[config.mk]
export PLATFORM = sky130hd
export DESIGN_NAME = ptw_top
export DESIGN_NICKNAME = d
export VERILOG_FILES = /design/src/verilog/ptw_pkg.sv /design/src/verilog/pte_check.sv /design/src/verilog/ptw_walk_state.sv /design/src/verilog/ptw_ctrl.sv /design/src/verilog/ptw_top.sv
export VERILOG_INCLUDE_DIRS = /design/src /design/src/verilog
export SDC_FILE = /design/constraint.sdc
export NUM_CORES = 1
export LEC_CHECK = 0
export BUFFER_PORTS_ARGS = -buffer_cell sky130_fd_sc_hd__buf_2
export CAP_MARGIN = 20
export CORE_AREA = 3 3 189 191
export CTS_CLUSTER_DIAMETER = 50
export DETAILED_ROUTE_END_ITERATION = 10
export DIE_AREA = 0 0 192 194
export PLACE_DENSITY = 0.46
export SKIP_LAST_GASP = 1
export SYNTH_ARGS = -nofsm -noshare
export SYNTH_HDL_FRONTEND = slang
export SYNTH_HIERARCHICAL = 1
export SYNTH_SLANG_ARGS = --single-unit
[constraint.sdc]
create_clock -name clk_i -period 6.9 [get_ports clk_i]
set_input_delay 0 -clock clk_i [delete_from_list [all_inputs] [get_ports clk_i]]
set_output_delay 0 -clock clk_i [all_outputs]
set_load 0.02 [all_outputs]
[src/verilog/ptw_consts.svh]
// --------------------
// sv39 walker constants
// address widths, pte layout and walk depth
// --------------------
`ifndef PTW_CONSTS_SVH
`define PTW_CONSTS_SVH

// virtual and physical address widths
`define PTW_VLEN 39
`define PTW_PLEN 56

// page number, asid and vpn widths
`define PTW_PPNW 44
`define PTW_ASIDW 16
`define PTW_VPNW 27

// one vpn slice per level, 4K page offset below them
`define PTW_VPN_SLICEW 9
`define PTW_PGOFFW 12
`define PTW_LEVELS 3

// pte word and its layout
`define PTW_XLEN 64
`define PTW_PTE_G 5
// log2 of the pte size in bytes
`define PTW_PTE_BYTES_LOG 3

`endif

[src/verilog/ptw_pkg.sv]
// --------------------
// sv39 walker types
// shared vectors, state enums and port structs
// --------------------
`default_nettype none

`include "ptw_consts.svh"

package ptw_pkg;

    typedef logic [`PTW_VLEN-1:0]  vaddr_t;
    typedef logic [`PTW_PLEN-1:0]  paddr_t;
    typedef logic [`PTW_PPNW-1:0]  ppn_t;
    typedef logic [`PTW_ASIDW-1:0] asid_t;
    typedef logic [`PTW_VPNW-1:0]  vpn_t;

    // sv39 page table entry, msb first
    typedef struct packed {
        logic [9:0] reserved;
        ppn_t       ppn;
        logic [1:0] rsw;
        logic       d;
        logic       a;
        logic       g;
        logic       u;
        logic       x;
        logic       w;
        logic       r;
        logic       v;
    } pte_t;

    // LVL1 maps 1G, LVL2 maps 2M, LVL3 maps 4K
    typedef enum logic [1:0] {
        LVL1,
        LVL2,
        LVL3
    } ptw_lvl_e;

    typedef enum logic [2:0] {
        IDLE,
        WAIT_GRANT,
        PTE_LOOKUP,
        PROPAGATE_ERROR,
        WAIT_RVALID
    } ptw_state_e;

    typedef enum logic [1:0] {
        PTE_FAULT,
        PTE_LEAF,
        PTE_POINTER
    } pte_verdict_e;

    typedef struct packed {
        logic  valid;
        vpn_t  vpn;
        asid_t asid;
        logic  is_2m;
        logic  is_1g;
        pte_t  content;
    } tlb_update_t;

    typedef struct packed {
        logic   req;
        paddr_t addr;
    } mem_req_t;

    typedef struct packed {
        logic                 gnt;
        logic                 rvalid;
        logic [`PTW_XLEN-1:0] rdata;
    } mem_rsp_t;

endpackage

`default_nettype wire

[src/verilog/pte_check.sv]
// --------------------
// sv39 pte checker
// registers the returned pte and classifies it as leaf, pointer or fault
// --------------------
`default_nettype none

`include "ptw_consts.svh"

module pte_check (
    input  logic                   clk_i,
    input  logic                   rst_ni,
    input  logic                   mem_rvalid_i,
    input  logic [`PTW_XLEN-1:0]   mem_rdata_i,
    input  ptw_pkg::ptw_lvl_e      lvl_i,
    input  logic                   is_instr_i,
    input  logic                   is_store_i,
    input  logic                   mxr_i,
    output logic                   pte_valid_o,
    output ptw_pkg::pte_t          pte_o,
    output ptw_pkg::pte_verdict_e  verdict_o
);
    import ptw_pkg::*;

    localparam int unsigned SLICEW = `PTW_VPN_SLICEW;

    logic                 rvalid_q;
    logic [`PTW_XLEN-1:0] rdata_q;
    pte_t                 pte;
    logic                 is_leaf;
    logic                 perm_fault;
    logic                 misaligned;

    always_ff @(posedge clk_i or negedge rst_ni) begin
        if (!rst_ni) begin
            rvalid_q <= 1'b0;
        end else begin
            rvalid_q <= mem_rvalid_i;
        end
    end

    always_ff @(posedge clk_i) begin
        if (mem_rvalid_i) begin
            rdata_q <= mem_rdata_i;
        end
    end

    assign pte         = pte_t'(rdata_q);
    assign pte_o       = pte;
    assign pte_valid_o = rvalid_q;

    // --------------------
    // classification
    // --------------------
    always_comb begin
        is_leaf = pte.r || pte.x;

        // accessed bit is managed by software, so a clear one faults
        if (is_instr_i) begin
            perm_fault = !pte.a || !pte.x;
        end else begin
            // mxr lets an execute-only page be read
            perm_fault = !pte.a || !(pte.r || (pte.x && mxr_i)) ||
                         (is_store_i && !(pte.w && pte.d));
        end

        // superpage ppn must be aligned to its size
        unique case (lvl_i)
            LVL1:    misaligned = |pte.ppn[2*SLICEW-1:0];
            LVL2:    misaligned = |pte.ppn[SLICEW-1:0];
            default: misaligned = 1'b0;
        endcase

        if (!pte.v || (!pte.r && pte.w)) begin
            verdict_o = PTE_FAULT;
        end else if (!is_leaf) begin
            verdict_o = PTE_POINTER;
        end else if (perm_fault || misaligned) begin
            verdict_o = PTE_FAULT;
        end else begin
            verdict_o = PTE_LEAF;
        end
    end

endmodule

`default_nettype wire

[src/verilog/ptw_walk_state.sv]
// --------------------
// walk state and pte addressing
// holds the vpn, asid and global bit of the walk, forms the
// next pte pointer and builds the tlb update
// --------------------
`default_nettype none

`include "ptw_consts.svh"

module ptw_walk_state (
    input  logic                 clk_i,
    input  logic                 rst_ni,
    input  logic                 start_i,
    input  logic                 start_instr_i,
    input  logic                 descend_i,
    input  ptw_pkg::ptw_lvl_e    lvl_i,
    input  logic                 is_instr_i,
    input  logic                 update_valid_i,
    input  ptw_pkg::vaddr_t      itlb_vaddr_i,
    input  ptw_pkg::vaddr_t      dtlb_vaddr_i,
    input  ptw_pkg::ppn_t        satp_ppn_i,
    input  ptw_pkg::asid_t       asid_i,
    input  ptw_pkg::pte_t        pte_i,
    output ptw_pkg::paddr_t      pptr_o,
    output ptw_pkg::tlb_update_t itlb_update_o,
    output ptw_pkg::tlb_update_t dtlb_update_o
);
    import ptw_pkg::*;

    localparam int unsigned SLICEW = `PTW_VPN_SLICEW;

    vpn_t                 vpn_sel;
    vpn_t                 vpn_q;
    asid_t                asid_q;
    paddr_t               pptr_q;
    logic                 global_q;
    logic [SLICEW-1:0]    next_slice;
    logic [`PTW_XLEN-1:0] content_bits;
    tlb_update_t          update;

    assign vpn_sel = start_instr_i ? itlb_vaddr_i[`PTW_VLEN-1:`PTW_PGOFFW]
                                   : dtlb_vaddr_i[`PTW_VLEN-1:`PTW_PGOFFW];

    // slice that indexes the table one level down
    always_comb begin
        unique case (lvl_i)
            LVL1:    next_slice = vpn_q[2*SLICEW-1:SLICEW];
            default: next_slice = vpn_q[SLICEW-1:0];
        endcase
    end

    // root pointer from satp, then pte.ppn plus the next vpn slice
    always_ff @(posedge clk_i) begin
        if (start_i) begin
            vpn_q  <= vpn_sel;
            asid_q <= asid_i;
            pptr_q <= {satp_ppn_i, vpn_sel[(`PTW_LEVELS-1)*SLICEW +: SLICEW],
                       {`PTW_PTE_BYTES_LOG{1'b0}}};
        end else if (descend_i) begin
            pptr_q <= {pte_i.ppn, next_slice, {`PTW_PTE_BYTES_LOG{1'b0}}};
        end
    end

    // a global pointer anywhere on the path makes the leaf global
    always_ff @(posedge clk_i or negedge rst_ni) begin
        if (!rst_ni) begin
            global_q <= 1'b0;
        end else if (start_i) begin
            global_q <= 1'b0;
        end else if (descend_i && pte_i.g) begin
            global_q <= 1'b1;
        end
    end

    assign pptr_o = pptr_q;

    // --------------------
    // tlb update
    // --------------------
    always_comb begin
        content_bits             = pte_i;
        content_bits[`PTW_PTE_G] = pte_i.g || global_q;

        update.valid   = update_valid_i;
        update.vpn     = vpn_q;
        update.asid    = asid_q;
        update.is_2m   = (lvl_i == LVL2);
        update.is_1g   = (lvl_i == LVL1);
        update.content = pte_t'(content_bits);

        itlb_update_o       = update;
        itlb_update_o.valid = update.valid && is_instr_i;
        dtlb_update_o       = update;
        dtlb_update_o.valid = update.valid && !is_instr_i;
    end

endmodule

`default_nettype wire

[src/verilog/ptw_ctrl.sv]
// --------------------
// page table walk control
// arbitrates tlb misses, sequences the memory reads and decides
// update, descend or fault, draining a pending read on flush
// --------------------
`default_nettype none

module ptw_ctrl (
    input  logic                  clk_i,
    input  logic                  rst_ni,
    input  logic                  flush_i,
    input  logic                  itlb_access_i,
    input  logic                  itlb_hit_i,
    input  logic                  dtlb_access_i,
    input  logic                  dtlb_hit_i,
    input  logic                  mem_gnt_i,
    input  logic                  pte_valid_i,
    input  ptw_pkg::pte_verdict_e verdict_i,
    output logic                  start_o,
    output logic                  start_instr_o,
    output logic                  descend_o,
    output ptw_pkg::ptw_lvl_e     lvl_o,
    output logic                  mem_req_o,
    output logic                  update_valid_o,
    output logic                  is_instr_o,
    output logic                  ptw_active_o,
    output logic                  ptw_error_o,
    output logic                  itlb_miss_o,
    output logic                  dtlb_miss_o
);
    import ptw_pkg::*;

    ptw_state_e state_q, state_d;
    ptw_lvl_e   lvl_q, lvl_d;
    logic       instr_q, instr_d;
    logic       dtlb_miss;
    logic       itlb_miss;

    // data side has priority when both tlbs miss together
    assign dtlb_miss = dtlb_access_i && !dtlb_hit_i;
    assign itlb_miss = itlb_access_i && !itlb_hit_i && !dtlb_miss;

    assign lvl_o        = lvl_q;
    assign is_instr_o   = instr_q;
    assign ptw_active_o = (state_q != IDLE);
    // request is held until granted, address is frozen meanwhile
    assign mem_req_o    = (state_q == WAIT_GRANT);

    // --------------------
    // next state
    // --------------------
    always_comb begin
        state_d        = state_q;
        lvl_d          = lvl_q;
        instr_d        = instr_q;
        start_o        = 1'b0;
        start_instr_o  = 1'b0;
        descend_o      = 1'b0;
        update_valid_o = 1'b0;
        ptw_error_o    = 1'b0;
        itlb_miss_o    = 1'b0;
        dtlb_miss_o    = 1'b0;

        unique case (state_q)
            IDLE: begin
                // every walk starts at the root table
                lvl_d = LVL1;
                if (!flush_i && (dtlb_miss || itlb_miss)) begin
                    start_o       = 1'b1;
                    start_instr_o = itlb_miss;
                    instr_d       = itlb_miss;
                    itlb_miss_o   = itlb_miss;
                    dtlb_miss_o   = dtlb_miss;
                    state_d       = WAIT_GRANT;
                end
            end

            WAIT_GRANT: begin
                if (mem_gnt_i) begin
                    state_d = PTE_LOOKUP;
                end
            end

            PTE_LOOKUP: begin
                if (pte_valid_i) begin
                    unique case (verdict_i)
                        PTE_LEAF: begin
                            update_valid_o = !flush_i;
                            state_d        = IDLE;
                        end
                        PTE_POINTER: begin
                            // no table below the 4K level
                            if (lvl_q == LVL3) begin
                                state_d = PROPAGATE_ERROR;
                            end else begin
                                descend_o = 1'b1;
                                lvl_d     = (lvl_q == LVL1) ? LVL2 : LVL3;
                                state_d   = WAIT_GRANT;
                            end
                        end
                        default: begin
                            state_d = PROPAGATE_ERROR;
                        end
                    endcase
                end
            end

            PROPAGATE_ERROR: begin
                ptw_error_o = 1'b1;
                state_d     = IDLE;
            end

            WAIT_RVALID: begin
                if (pte_valid_i) begin
                    state_d = IDLE;
                end
            end

            default: begin
                state_d = IDLE;
            end
        endcase

        // --------------------
        // flush
        // --------------------
        // a granted read still owes us an rvalid, so drain it first
        if (flush_i) begin
            if ((state_q == WAIT_GRANT && mem_gnt_i) ||
                ((state_q == PTE_LOOKUP || state_q == WAIT_RVALID) && !pte_valid_i)) begin
                state_d = WAIT_RVALID;
            end else begin
                state_d = IDLE;
            end
        end
    end

    always_ff @(posedge clk_i or negedge rst_ni) begin
        if (!rst_ni) begin
            state_q <= IDLE;
            lvl_q   <= LVL1;
            instr_q <= 1'b0;
        end else begin
            state_q <= state_d;
            lvl_q   <= lvl_d;
            instr_q <= instr_d;
        end
    end

endmodule

`default_nettype wire

[src/verilog/ptw_top.sv]
// --------------------
// sv39 page table walker
// serves itlb and dtlb misses over a req/gnt/rvalid memory port
// --------------------
`default_nettype none

module ptw_top (
    input  logic                 clk_i,
    input  logic                 rst_ni,
    input  logic                 flush_i,
    input  logic                 itlb_access_i,
    input  logic                 itlb_hit_i,
    input  ptw_pkg::vaddr_t      itlb_vaddr_i,
    input  logic                 dtlb_access_i,
    input  logic                 dtlb_hit_i,
    input  ptw_pkg::vaddr_t      dtlb_vaddr_i,
    input  logic                 lsu_is_store_i,
    input  ptw_pkg::ppn_t        satp_ppn_i,
    input  ptw_pkg::asid_t       asid_i,
    input  logic                 mxr_i,
    output ptw_pkg::mem_req_t    mem_req_o,
    input  ptw_pkg::mem_rsp_t    mem_rsp_i,
    output ptw_pkg::tlb_update_t itlb_update_o,
    output ptw_pkg::tlb_update_t dtlb_update_o,
    output logic                 ptw_active_o,
    output logic                 walking_instr_o,
    output logic                 ptw_error_o,
    output logic                 itlb_miss_o,
    output logic                 dtlb_miss_o
);
    import ptw_pkg::*;

    logic         start;
    logic         start_instr;
    logic         descend;
    ptw_lvl_e     lvl;
    logic         req;
    logic         update_valid;
    logic         is_instr;
    logic         pte_valid;
    pte_verdict_e verdict;
    pte_t         pte;
    paddr_t       pptr;

    assign mem_req_o       = '{req: req, addr: pptr};
    assign walking_instr_o = is_instr;

    ptw_ctrl u_ctrl (
        .clk_i          (clk_i),
        .rst_ni         (rst_ni),
        .flush_i        (flush_i),
        .itlb_access_i  (itlb_access_i),
        .itlb_hit_i     (itlb_hit_i),
        .dtlb_access_i  (dtlb_access_i),
        .dtlb_hit_i     (dtlb_hit_i),
        .mem_gnt_i      (mem_rsp_i.gnt),
        .pte_valid_i    (pte_valid),
        .verdict_i      (verdict),
        .start_o        (start),
        .start_instr_o  (start_instr),
        .descend_o      (descend),
        .lvl_o          (lvl),
        .mem_req_o      (req),
        .update_valid_o (update_valid),
        .is_instr_o     (is_instr),
        .ptw_active_o   (ptw_active_o),
        .ptw_error_o    (ptw_error_o),
        .itlb_miss_o    (itlb_miss_o),
        .dtlb_miss_o    (dtlb_miss_o)
    );

    ptw_walk_state u_walk_state (
        .clk_i          (clk_i),
        .rst_ni         (rst_ni),
        .start_i        (start),
        .start_instr_i  (start_instr),
        .descend_i      (descend),
        .lvl_i          (lvl),
        .is_instr_i     (is_instr),
        .update_valid_i (update_valid),
        .itlb_vaddr_i   (itlb_vaddr_i),
        .dtlb_vaddr_i   (dtlb_vaddr_i),
        .satp_ppn_i     (satp_ppn_i),
        .asid_i         (asid_i),
        .pte_i          (pte),
        .pptr_o         (pptr),
        .itlb_update_o  (itlb_update_o),
        .dtlb_update_o  (dtlb_update_o)
    );

    pte_check u_pte_check (
        .clk_i        (clk_i),
        .rst_ni       (rst_ni),
        .mem_rvalid_i (mem_rsp_i.rvalid),
        .mem_rdata_i  (mem_rsp_i.rdata),
        .lvl_i        (lvl),
        .is_instr_i   (is_instr),
        .is_store_i   (lsu_is_store_i),
        .mxr_i        (mxr_i),
        .pte_valid_o  (pte_valid),
        .pte_o        (pte),
        .verdict_o    (verdict)
    );

endmodule

`default_nettype wire

; ---- Yosys cells after proc, flatten, opt, wreduce, memory -nomap -nowiden
; Cells that the tools add are included.
[word_totals]
reg_bits = 168
latch_bits = 0
ramBits = 0
mem_bits_ro = 0
output_inout_bits = 282
wordCells = 110
memories = 0
[classes]
add_sub_neg = 0
mul = 0
div_mod_pow = 0
n_lt_le_gt_ge = 0
eq_ne = 15
shifts = 0
mux = 39
n_bitwise = 0
n_reduce_logical = 47
[ops]
columns = op, n
row1 = 2-to-1 mux 56 bit, 2
row2 = 2-to-1 mux 27 bit, 1
row3 = 2-to-1 mux 1 bit, 18
row4 = 2-to-1 mux 3 bit, 6
row5 = OR reduction 18 bit, 1
row6 = 2-to-1 mux 2 bit, 7
row7 = logical AND 1 bit, 13
row8 = zero test 1 bit, 12
row9 = case mux 3 bit (4 select lines), 1
row10 = logical OR 1 bit, 11
row11 = 2-to-1 mux 9 bit, 1
row12 = inequality test 3 x 2 -> 1 bit (second input constant), 3
row13 = OR reduction 9 bit, 1
row14 = AND reduction 4 bit, 2
row15 = == test 3 x 2 -> 1 bit (second input constant), 2
row16 = case mux 3 bit (2 select lines), 1
row17 = nonzero test 2 bit, 3
row18 = == test 2 x 1 -> 1 bit (second input constant), 2
row19 = == test 2 bit (second input constant), 2
row20 = inequality test 2 bit (second input constant), 2
row21 = case mux 2 bit (2 select lines), 1
row22 = == test 3 x 1 -> 1 bit (second input constant), 1
row23 = == test 3 bit (second input constant), 1
row24 = zero test 3 bit, 1
row25 = other kinds (6), 6

; ---- Depth between registers and ports, before layout
; Gate-level depths: netlist of the first run.
[depth]
word_depth = 17
depth_mapped = 11
mapped_depth_nobuf = 9

; ---- Modules after synthesis
; The synthesis of the first run kept the hierarchy.
[by_module_without_submodules]
columns = mod, instances, cells_per_inst, area_per_inst_um2
row1 = ptw_walk_state, 1, 389, 5390.2
row2 = pte_check, 1, 83, 2067.0
row3 = ptw_ctrl, 1, 56, 426.7
row4 = ptw_top, 1, 1, 7.5

; ---- Worst setup path before layout of the first run
; Ideal clock, no wire load.
[synth_path]
path_kind = flip-flop to flip-flop
start = reg u_ctrl.state_q[0]
end = reg u_walk_state.pptr_q[10], in the netlist u_walk_state/pptr_o[10] (enable)
setup_ns = 0.387
t_arrival_ns = 3.510
required_ns = 6.513
path_slack_ns = 3.002
stages_incl_launch_ff = 8
n_path_buf = 3
synth_period_minus_slack_ns = 3.898
cell_sequence = dfrtp_1 -> buf_6 -> or3_4 -> nor2_1 -> o21a_1 -> buf_2 -> buf_1 -> or2_2
[synth_via]
elab_chain_cells = 3
[synth_rtl]
columns = element, line
row1 = "start, declared", ptw_ctrl.sv:33  ; ptw_state_e state_q, state_d;
row2 = "start signal, assigned", ptw_ctrl.sv:144  ; state_q <= state_d;
row3 = zero test 3 bit, ptw_ctrl.sv:64  ; unique case (state_q)
row4 = 2-to-1 mux 1 bit, ptw_ctrl.sv:64
row5 = named net start, ptw_top.sv:33  ; logic start;
row6 = nonzero test 2 bit (no line), n/a
row7 = "end signal, assigned", ptw_walk_state.sv:57  ; pptr_q <= {satp_ppn_i, vpn_sel[(`PTW_LEVELS-1)*SLICEW +: SLICEW],
row8 = "end signal, assigned", ptw_walk_state.sv:60  ; pptr_q <= {pte_i.ppn, next_slice, {`PTW_PTE_BYTES_LOG{1'b0}}};
row9 = "end, declared", ptw_walk_state.sv:35  ; paddr_t pptr_q;
; The timed path passes the listed nets, and every way through them passes these cells.
; A chain may end at the register's enable or synchronous reset.

; ---- Worst setup path after layout of the first run
[layout_path]
start = reg u_ctrl.state_q[0]
end = reg u_walk_state.pptr_q[6], in the netlist u_walk_state/pptr_o[6] (data pin)
[layout_via]
elab_chain_cells = 4
[layout_rtl]
columns = element, line
row1 = zero test 3 bit, ptw_ctrl.sv:64
row2 = 2-to-1 mux 1 bit, ptw_ctrl.sv:64
row3 = 2-to-1 mux 27 bit, ptw_walk_state.sv:41  ; assign vpn_sel = start_instr_i ? itlb_vaddr_i[`PTW_VLEN-1:`PTW_PGOFFW]
row4 = named net u_walk_state.vpn_sel[21], ptw_walk_state.sv:32  ; vpn_t vpn_sel;
row5 = 2-to-1 mux 56 bit, ptw_walk_state.sv:54  ; if (start_i) begin
; The timed path passes the listed nets, and every way through them passes these cells.

==> results of run 1 <==
## per-stage QoR
step	power (uW)	worst slack (ps)
finish	3090	3420
floorplan	1950	3000
global placement	2130	3500
global route	3250	3170
detailed placement	2130	3510
CTS	3150	3380
## kinds of logic (layout without fill, tap and decap cells)
kind of cell | Yosys count | count (layout)
AOI/OAI and AO/OA | 26 | 26
buffers and inverters | 190 | 688
DFF | 168 | 168
muxes | 80 | 80
other | 1 | 3
and+or+nand+nor | 64 | 64
## metal layers
| layer | global-route usage [%] | up-vias | share of wire [%] |
|---|---|---|---|
| met5 | 0 | - | 0 |
| met4 | 3.89 | 0 | 1.4 |
| met3 | 3.18 | 21 | 6.1 |
| met2 | 22.0 | 240 | 51 |
| met1 | 15.0 | 2682 | 42 |
| li1 | - | 2697 | - |
## cell usage after synthesis, drive strengths merged
master	count	area share (%)
mux2i	9	1.1
or2b	1	0.095
buf	188	18
nor3	5	0.44
and4	1	0.11
a31oi	2	0.16
nor2b	7	0.55
a31o	1	0.11
o21a	1	0.095
mux2	71	11
conb	1	0.048
and2	4	0.32
o22ai	2	0.16
nand4	1	0.079
o21ai	14	0.89
nand3	1	0.063
or3	3	0.30
or2	2	0.16
dfrtp	8	2.5
edfxtp	160	61
nand2b	3	0.24
nor2	13	0.82
inv	2	0.095
nand2	17	0.81
or4	1	0.14
nor4	3	0.32
nor4b	1	0.11
a21oi	6	0.38
nor3b	1	0.095
## power by group
group          total, uW  internal (uW)  switching, uW
Sequential          1370           1290           84.4
Clock                887            463            424
Combinational        827            340            486
Total               3090           2090            995
## cell type report
cell class	count	area (um^2)	share of cell area, %
Inverter	2	7.51	0.0637
Multi-Input combinational cell	173	1470	12.4
Timing Repair Buffer	654	4210	35.7
Clock buffer	19	433	3.67
Clock inverter	13	96.3	0.818
Sequential cell	168	5000	42.5
Tap cell	455	569	4.83
## worst max-delay path, cell delays in order (launching register included)
cell and delay, ps:
dfrtp_1 470, or3_4 420, nor2_1 230, nand2_1 140, nor2_4 720, mux2_2 420, dlygate4sd3_1 580, nand2_1 80
o21ai_0 90
## sequential cells by signal, indices dropped and copies added, names as in the netlist
| register | count |
|---|---|
| u_pte_check/pte_o | 64 |
| u_walk_state/pptr_o | 53 |
| u_walk_state/vpn_q | 27 |
| u_walk_state/asid_q | 16 |
| u_ctrl/state_q | 3 |
| u_ctrl/lvl_o | 2 |
| u_ctrl/is_instr_o | 1 |
| u_pte_check/pte_valid_o | 1 |
| u_walk_state/global_q | 1 |
## how the worst max path moves through the flow
stage | slack, ps | to
2_1_floorplan | 3000 | u_walk_state/pptr_o[10]
3_3_place_gp | 3500 | u_walk_state/pptr_o[44]
3_5_place_dp | 3510 | u_walk_state/pptr_o[30]
4_1_cts | 3380 | u_walk_state/pptr_o[6]
5_1_grt | 3170 | u_walk_state/pptr_o[6]
6_report | 3420 | u_walk_state/pptr_o[6]
==> flow_summary_export.csv, run 1 <==
group,metric,value,unit
sta,min_period,3480,ps
place,routabilityCongestion,0.767,
min_path,hold_depth,4,
place,dp_hpwl,17.6,mm
worst_setup_path,cp_data_arrival_time,3630,ps
power_and_ir_drop,leakage,0.00506,uW
synth,yosys-mux-area-fraction,11.8,%
layout,num_antenna_cells,0,
layout,layout_common_cells,"466 x buf_2, 185 x dlygate4sd3_1, 160 x edfxtp_1, 60 x mux2_2",
floorplan,die_x,192,um
worst_setup_path,cp.required,7050,ps
clock_network,cts-buffers-inserted,17,
clock_network,cts-resized-gates,0,
global_routing,grt_usage,12.5,%
worst_setup_path,critical_path.reg2reg.endpoint,"u_walk_state/pptr_o[6]",
sta,fin_skew,15.2,ps
floorplan,fp.coreArea,34300,um^2
sta,post-route-period-util,50.5,%
worst_setup_path,ff2ff_setup_slack,3420,ps
synth,avgSynthCellArea,14.9,um^2
worst_setup_path,crit_type,"flip-flop to flip-flop",
clock_network,postCtsHoldBufs,185,
floorplan,die_h,194,um
route,viasPerCell,3.80,
worst_setup_path,setup.worst_path.start,"u_ctrl/state_q[0]",
floorplan,rows,68,
layout,final_common_cell,"buf_2",
synth,syn_area,7890,um^2
layout,layout-drive-gt1-share,56.2,%
layout,fin_cells,1484,
worst_setup_path,critical_path.reg2reg.startpoint,"u_ctrl/state_q[0]",
sta,grt_setup_unrepaired,"false",
synth,syn_inst,529,
clock_network,cts_max_path_buffers,2,
place,numPlacedInstances,1267,
clock_network,post_cts_buffers,0,
layout,num-nets-final,1229,
floorplan,ios,495,
route,drc_errors,0,
sta,maxSlewViolCount,0,
layout,syn_to_final_growth,49.3,%
worst_setup_path,end_kind,"flip-flop",
route,wl_per_cell,16.4,um
synth,synthXorXnorAreaFrac,0,%
layout,n_fill_cell,3415,
synth,yosysWarnings,6,
worst_setup_path,crit_path_max_fanout,28,
place,placed_area,9400,um^2
clock_network,cts_tree,"built",
sta,max_slew.worst_pin.slew,932,ps
floorplan,dieArea,37200,um^2
route,num_vias,5640,
synth,synth-adder-area-share,0,%
flow_run,drv_cap,0,
min_path,holdPathEnd,"u_ctrl/is_instr_o",
clock_network,htreeDepth,4,
outcome,status,"finished clean",
synth,synth_compound_area_share,1.79,%
clock_network,cts_sinks,168,
route,wl,24.3,mm
sta,tns,0,ps
global_routing,grt_first_pass_wirelength,34.9,mm
route,detail-route-antenna-nets,0,
synth,yosysSeqAreaShare,63.4,%
sta,timing.max_slew.rel_slack,37.7,%
worst_setup_path,worst_setup_path_start_kind,"flip-flop",
global_routing,antenna_found_initial,0,
worst_setup_path,reg2regPathDepth,8,
layout,final_core_utilization,34.4,%
synth,synth_cell_types,40,
min_path,hold_start,"itlb_access_i",
min_path,holdCritPathClass,"input port to flip-flop",
layout,stdcell_area,11800,um^2
synth,synth-seq-cells,168,
route,initialDrtViolationCount,211,
clock_network,clk_latency,440,ps
place,portBuffers,467,
clock_network,clk_pin_slew,70,ps
sta,setup_viol,0,
sta,fin_hold_ws,42.2,ps
sta,fmax,0.287,GHz
synth,synth_top_family_by_area,"buffers and inverters",
global_routing,grt_max_degree,71,
floorplan,initial_utilization,23.0,%
route,firstDrtPassIters,6,
global_routing,grt-ovfl-total,0,
sta,hold_violations,0,
clock_network,root_buffer,"clkbuf_16",
power_and_ir_drop,peakVddDrop,0.170,mV
power_and_ir_drop,powerDensity,262,nW/um^2
synth,synth-simple-area-share,4.66,%
global_routing,grt_pass1_vias,5805,
Power figures use the tool's default switching activity.
==> inputs of run 2 (changes only) <==
--- a/config.mk
+++ b/config.mk
@@ -8,11 +8,11 @@
 export LEC_CHECK = 0
 export BUFFER_PORTS_ARGS = -buffer_cell sky130_fd_sc_hd__buf_2
 export CAP_MARGIN = 20
-export CORE_AREA = 3 3 189 191
+export CORE_AREA = 3 3 192 194
 export CTS_CLUSTER_DIAMETER = 50
 export DETAILED_ROUTE_END_ITERATION = 10
-export DIE_AREA = 0 0 192 194
-export PLACE_DENSITY = 0.46
+export DIE_AREA = 0 0 195 197
+export PLACE_DENSITY = 0.45
 export SKIP_LAST_GASP = 1
 export SYNTH_ARGS = -nofsm -noshare
 export SYNTH_HDL_FRONTEND = slang
==> constraint.sdc (replaced) <==
create_clock -name clk_i -period 3.6 [get_ports clk_i]
set_input_delay 0 -clock clk_i [delete_from_list [all_inputs] [get_ports clk_i]]
set_output_delay 0 -clock clk_i [all_outputs]
set_load 0.02 [all_outputs]
==> run 2 against run 1 <==
  * Clock skew down 4.0 ps
  * Routed wire length up 3.7%
  * Register-to-register slack worse by 3000 ps
  * Final cell count up 0.94%
  * Sequential cell count unchanged
  * Critical path depth down 1
  * Core utilization down 0.72 points
  * Power up 97%
  * Sequential power up 92%
  * Non-clock buffer count up 8
  * Fmax up 9.2%
  * Sequential share of layout area down 0.45 points
  * Largest power group unchanged
==> flow_summary_export.csv, run 2 (same netlist as run 1, synthesis figures left out) <==
group,metric,value,unit
outcome,status,"finished clean",
global_routing,grt_usage,12.4,%
route,initialDrtViolationCount,193,
place,dp_hpwl,18.5,mm
route,drc_errors,0,
clock_network,cts_sinks,168,
sta,fin_skew,11.2,ps
worst_setup_path,cp.required,3790,ps
layout,final_common_cell,"buf_2",
clock_network,cts-resized-gates,0,
clock_network,cts-buffers-inserted,17,
worst_setup_path,cpPeakStageDelay,550,ps
sta,min_period,3190,ps
layout,layout-drive-gt1-share,56.4,%
sta,tns,0,ps
layout,layout_common_cells,"466 x buf_2, 185 x dlygate4sd3_1, 160 x edfxtp_1, 60 x mux2_2",
worst_setup_path,crit_slowest_cell,"dlygate4sd3_1",
worst_setup_path,cp_data_arrival_time,3380,ps
worst_setup_path,crit_path_max_fanout,15,
power_and_ir_drop,powerDensity,510,nW/um^2
layout,num-nets-final,1237,
route,viasPerCell,3.82,
global_routing,grt_max_degree,66,
global_routing,grt-ovfl-total,0,
global_routing,antenna_found_initial,0,
sta,grt_setup_unrepaired,"false",
min_path,holdCritPathClass,"input port to flip-flop",
clock_network,postCtsHoldBufs,185,
worst_setup_path,path_cells,"or3_4 > nor2_1 > nand2_1 > nor2_4 > buf_4 > mux2_2 > dlygate4sd3_1",
clock_network,htreeDepth,4,
worst_setup_path,critPathBufInv,2,
sta,post-route-period-util,88.7,%
clock_network,cts_tree,"built",
worst_setup_path,crit_type,"flip-flop to flip-flop",
clock_network,root_buffer,"clkbuf_16",
floorplan,dieArea,38400,um^2
clock_network,clk_latency,430,ps
sta,max_slew.worst_pin.slew,919,ps
clock_network,post_cts_buffers,0,
sta,hold_violations,0,
floorplan,fp.coreArea,35400,um^2
worst_setup_path,setup.worst_path.start,"u_ctrl/state_q[2]",
floorplan,initial_utilization,22.3,%
floorplan,die_h,197,um
clock_network,clk_pin_slew,70,ps
route,firstDrtPassIters,4,
sta,maxSlewViolCount,0,
worst_setup_path,end_kind,"flip-flop",
global_routing,grt_pass1_vias,5864,
power_and_ir_drop,peakVddDrop,0.328,mV
layout,syn_to_final_growth,50.9,%
floorplan,ios,495,
worst_setup_path,worst_setup_path_start_kind,"flip-flop",
place,routabilityCongestion,0.772,
sta,fmax,0.313,GHz
sta,timing.max_slew.rel_slack,38.7,%
route,detail-route-antenna-nets,0,
route,wl_per_cell,16.8,um
worst_setup_path,path_depth,7,
sta,setup_viol,0,
place,portBuffers,467,
layout,largest_reg_flops,64,
place,numPlacedInstances,1281,
worst_setup_path,critical_path.reg2reg.startpoint,"u_ctrl/state_q[2]",
floorplan,rows,69,
worst_setup_path,critical_path.reg2reg.endpoint,"u_walk_state/vpn_q[6]",
layout,n_fill_cell,3542,
route,wl,25.2,mm
worst_setup_path,reg2regPathDepth,7,
worst_setup_path,ff2ff_setup_slack,410,ps
layout,num_antenna_cells,0,
flow_run,drv_cap,0,
global_routing,grt_first_pass_wirelength,35.9,mm
clock_network,cts_max_path_buffers,2,
power_and_ir_drop,leakage,0.00513,uW
layout,fin_cells,1498,
route,num_vias,5729,
floorplan,die_x,195,um
worst_setup_path,critPathCapture,"u_walk_state/vpn_q[6]",
worst_setup_path,critical_path.top_delay_family,"simple AND/OR/NAND/NOR gates",
power_and_ir_drop,finalPower,6080,uW
## run 2: cell types whose count changed in the layout (fill, tap and decap cells not counted), sizes merged
cell / delta
clkinvlp: -1
clkbuf: +1
buf: +8
clkinv: +1
bufinv: +2
inv: -3
## run 2: how the worst min path moves through the flow
stage | from | to | slack [ps] | cells after the start
2_1_floorplan | rst_ni | u_ctrl/is_instr_o | -300 | 0
3_3_place_gp | rst_ni | u_ctrl/is_instr_o | -140 | 1
3_5_place_dp | rst_ni | u_ctrl/is_instr_o | -140 | 1
4_1_cts | dtlb_hit_i | u_ctrl/is_instr_o | 8 | 4
5_1_grt | itlb_access_i | u_ctrl/is_instr_o | 50 | 4
6_report | dtlb_hit_i | u_ctrl/is_instr_o | 40 | 4
## run 2: power by group
part           switching [uW]  internal, uW
clock                     793          1020
sequential                164          2460
combinational             955           684
## run 2: stage by stage
stage	instance area [um^2]	setup slack, ps	util (%)	hold slack, ps
2_1_floorplan	7900	159	-	-296
3_3_place_gp	9500	639	26.8	-138
3_5_place_dp	9500	608	26.8	-137
4_1_cts	11900	385	33.7	7.94
5_1_grt	11900	228	33.7	48.8
6_report	11900	409	33.7	44.5
## run 2: worst reg2reg max path: stages (launching register included)
cell,delay (ps)
dfrtp_1,460
or3_4,440
nor2_1,240
nand2_1,140
nor2_4,470
buf_4,300
mux2_2,340
dlygate4sd3_1,550
## run 2: metal layers
layer / up-vias / part of all wire [%] / GRT usage [%]
met5: - / 0 / 0
met4: 0 / 0.76 / 3.35
met3: 11 / 5.1 / 2.91
met2: 223 / 50 / 21.1
met1: 2789 / 44 / 16.0
li1: 2706 / - / -
## run 2: cell type report
type	instances	area, um^2	area share (%)
flip-flops and latches	168	5000	42.0
repair buffers	662	4290	36.0
multi-input cells	173	1470	12.3
well taps	461	577	4.84
clock buffers	20	437	3.67
clock inverters	12	128	1.07
inverters	2	7.51	0.0630
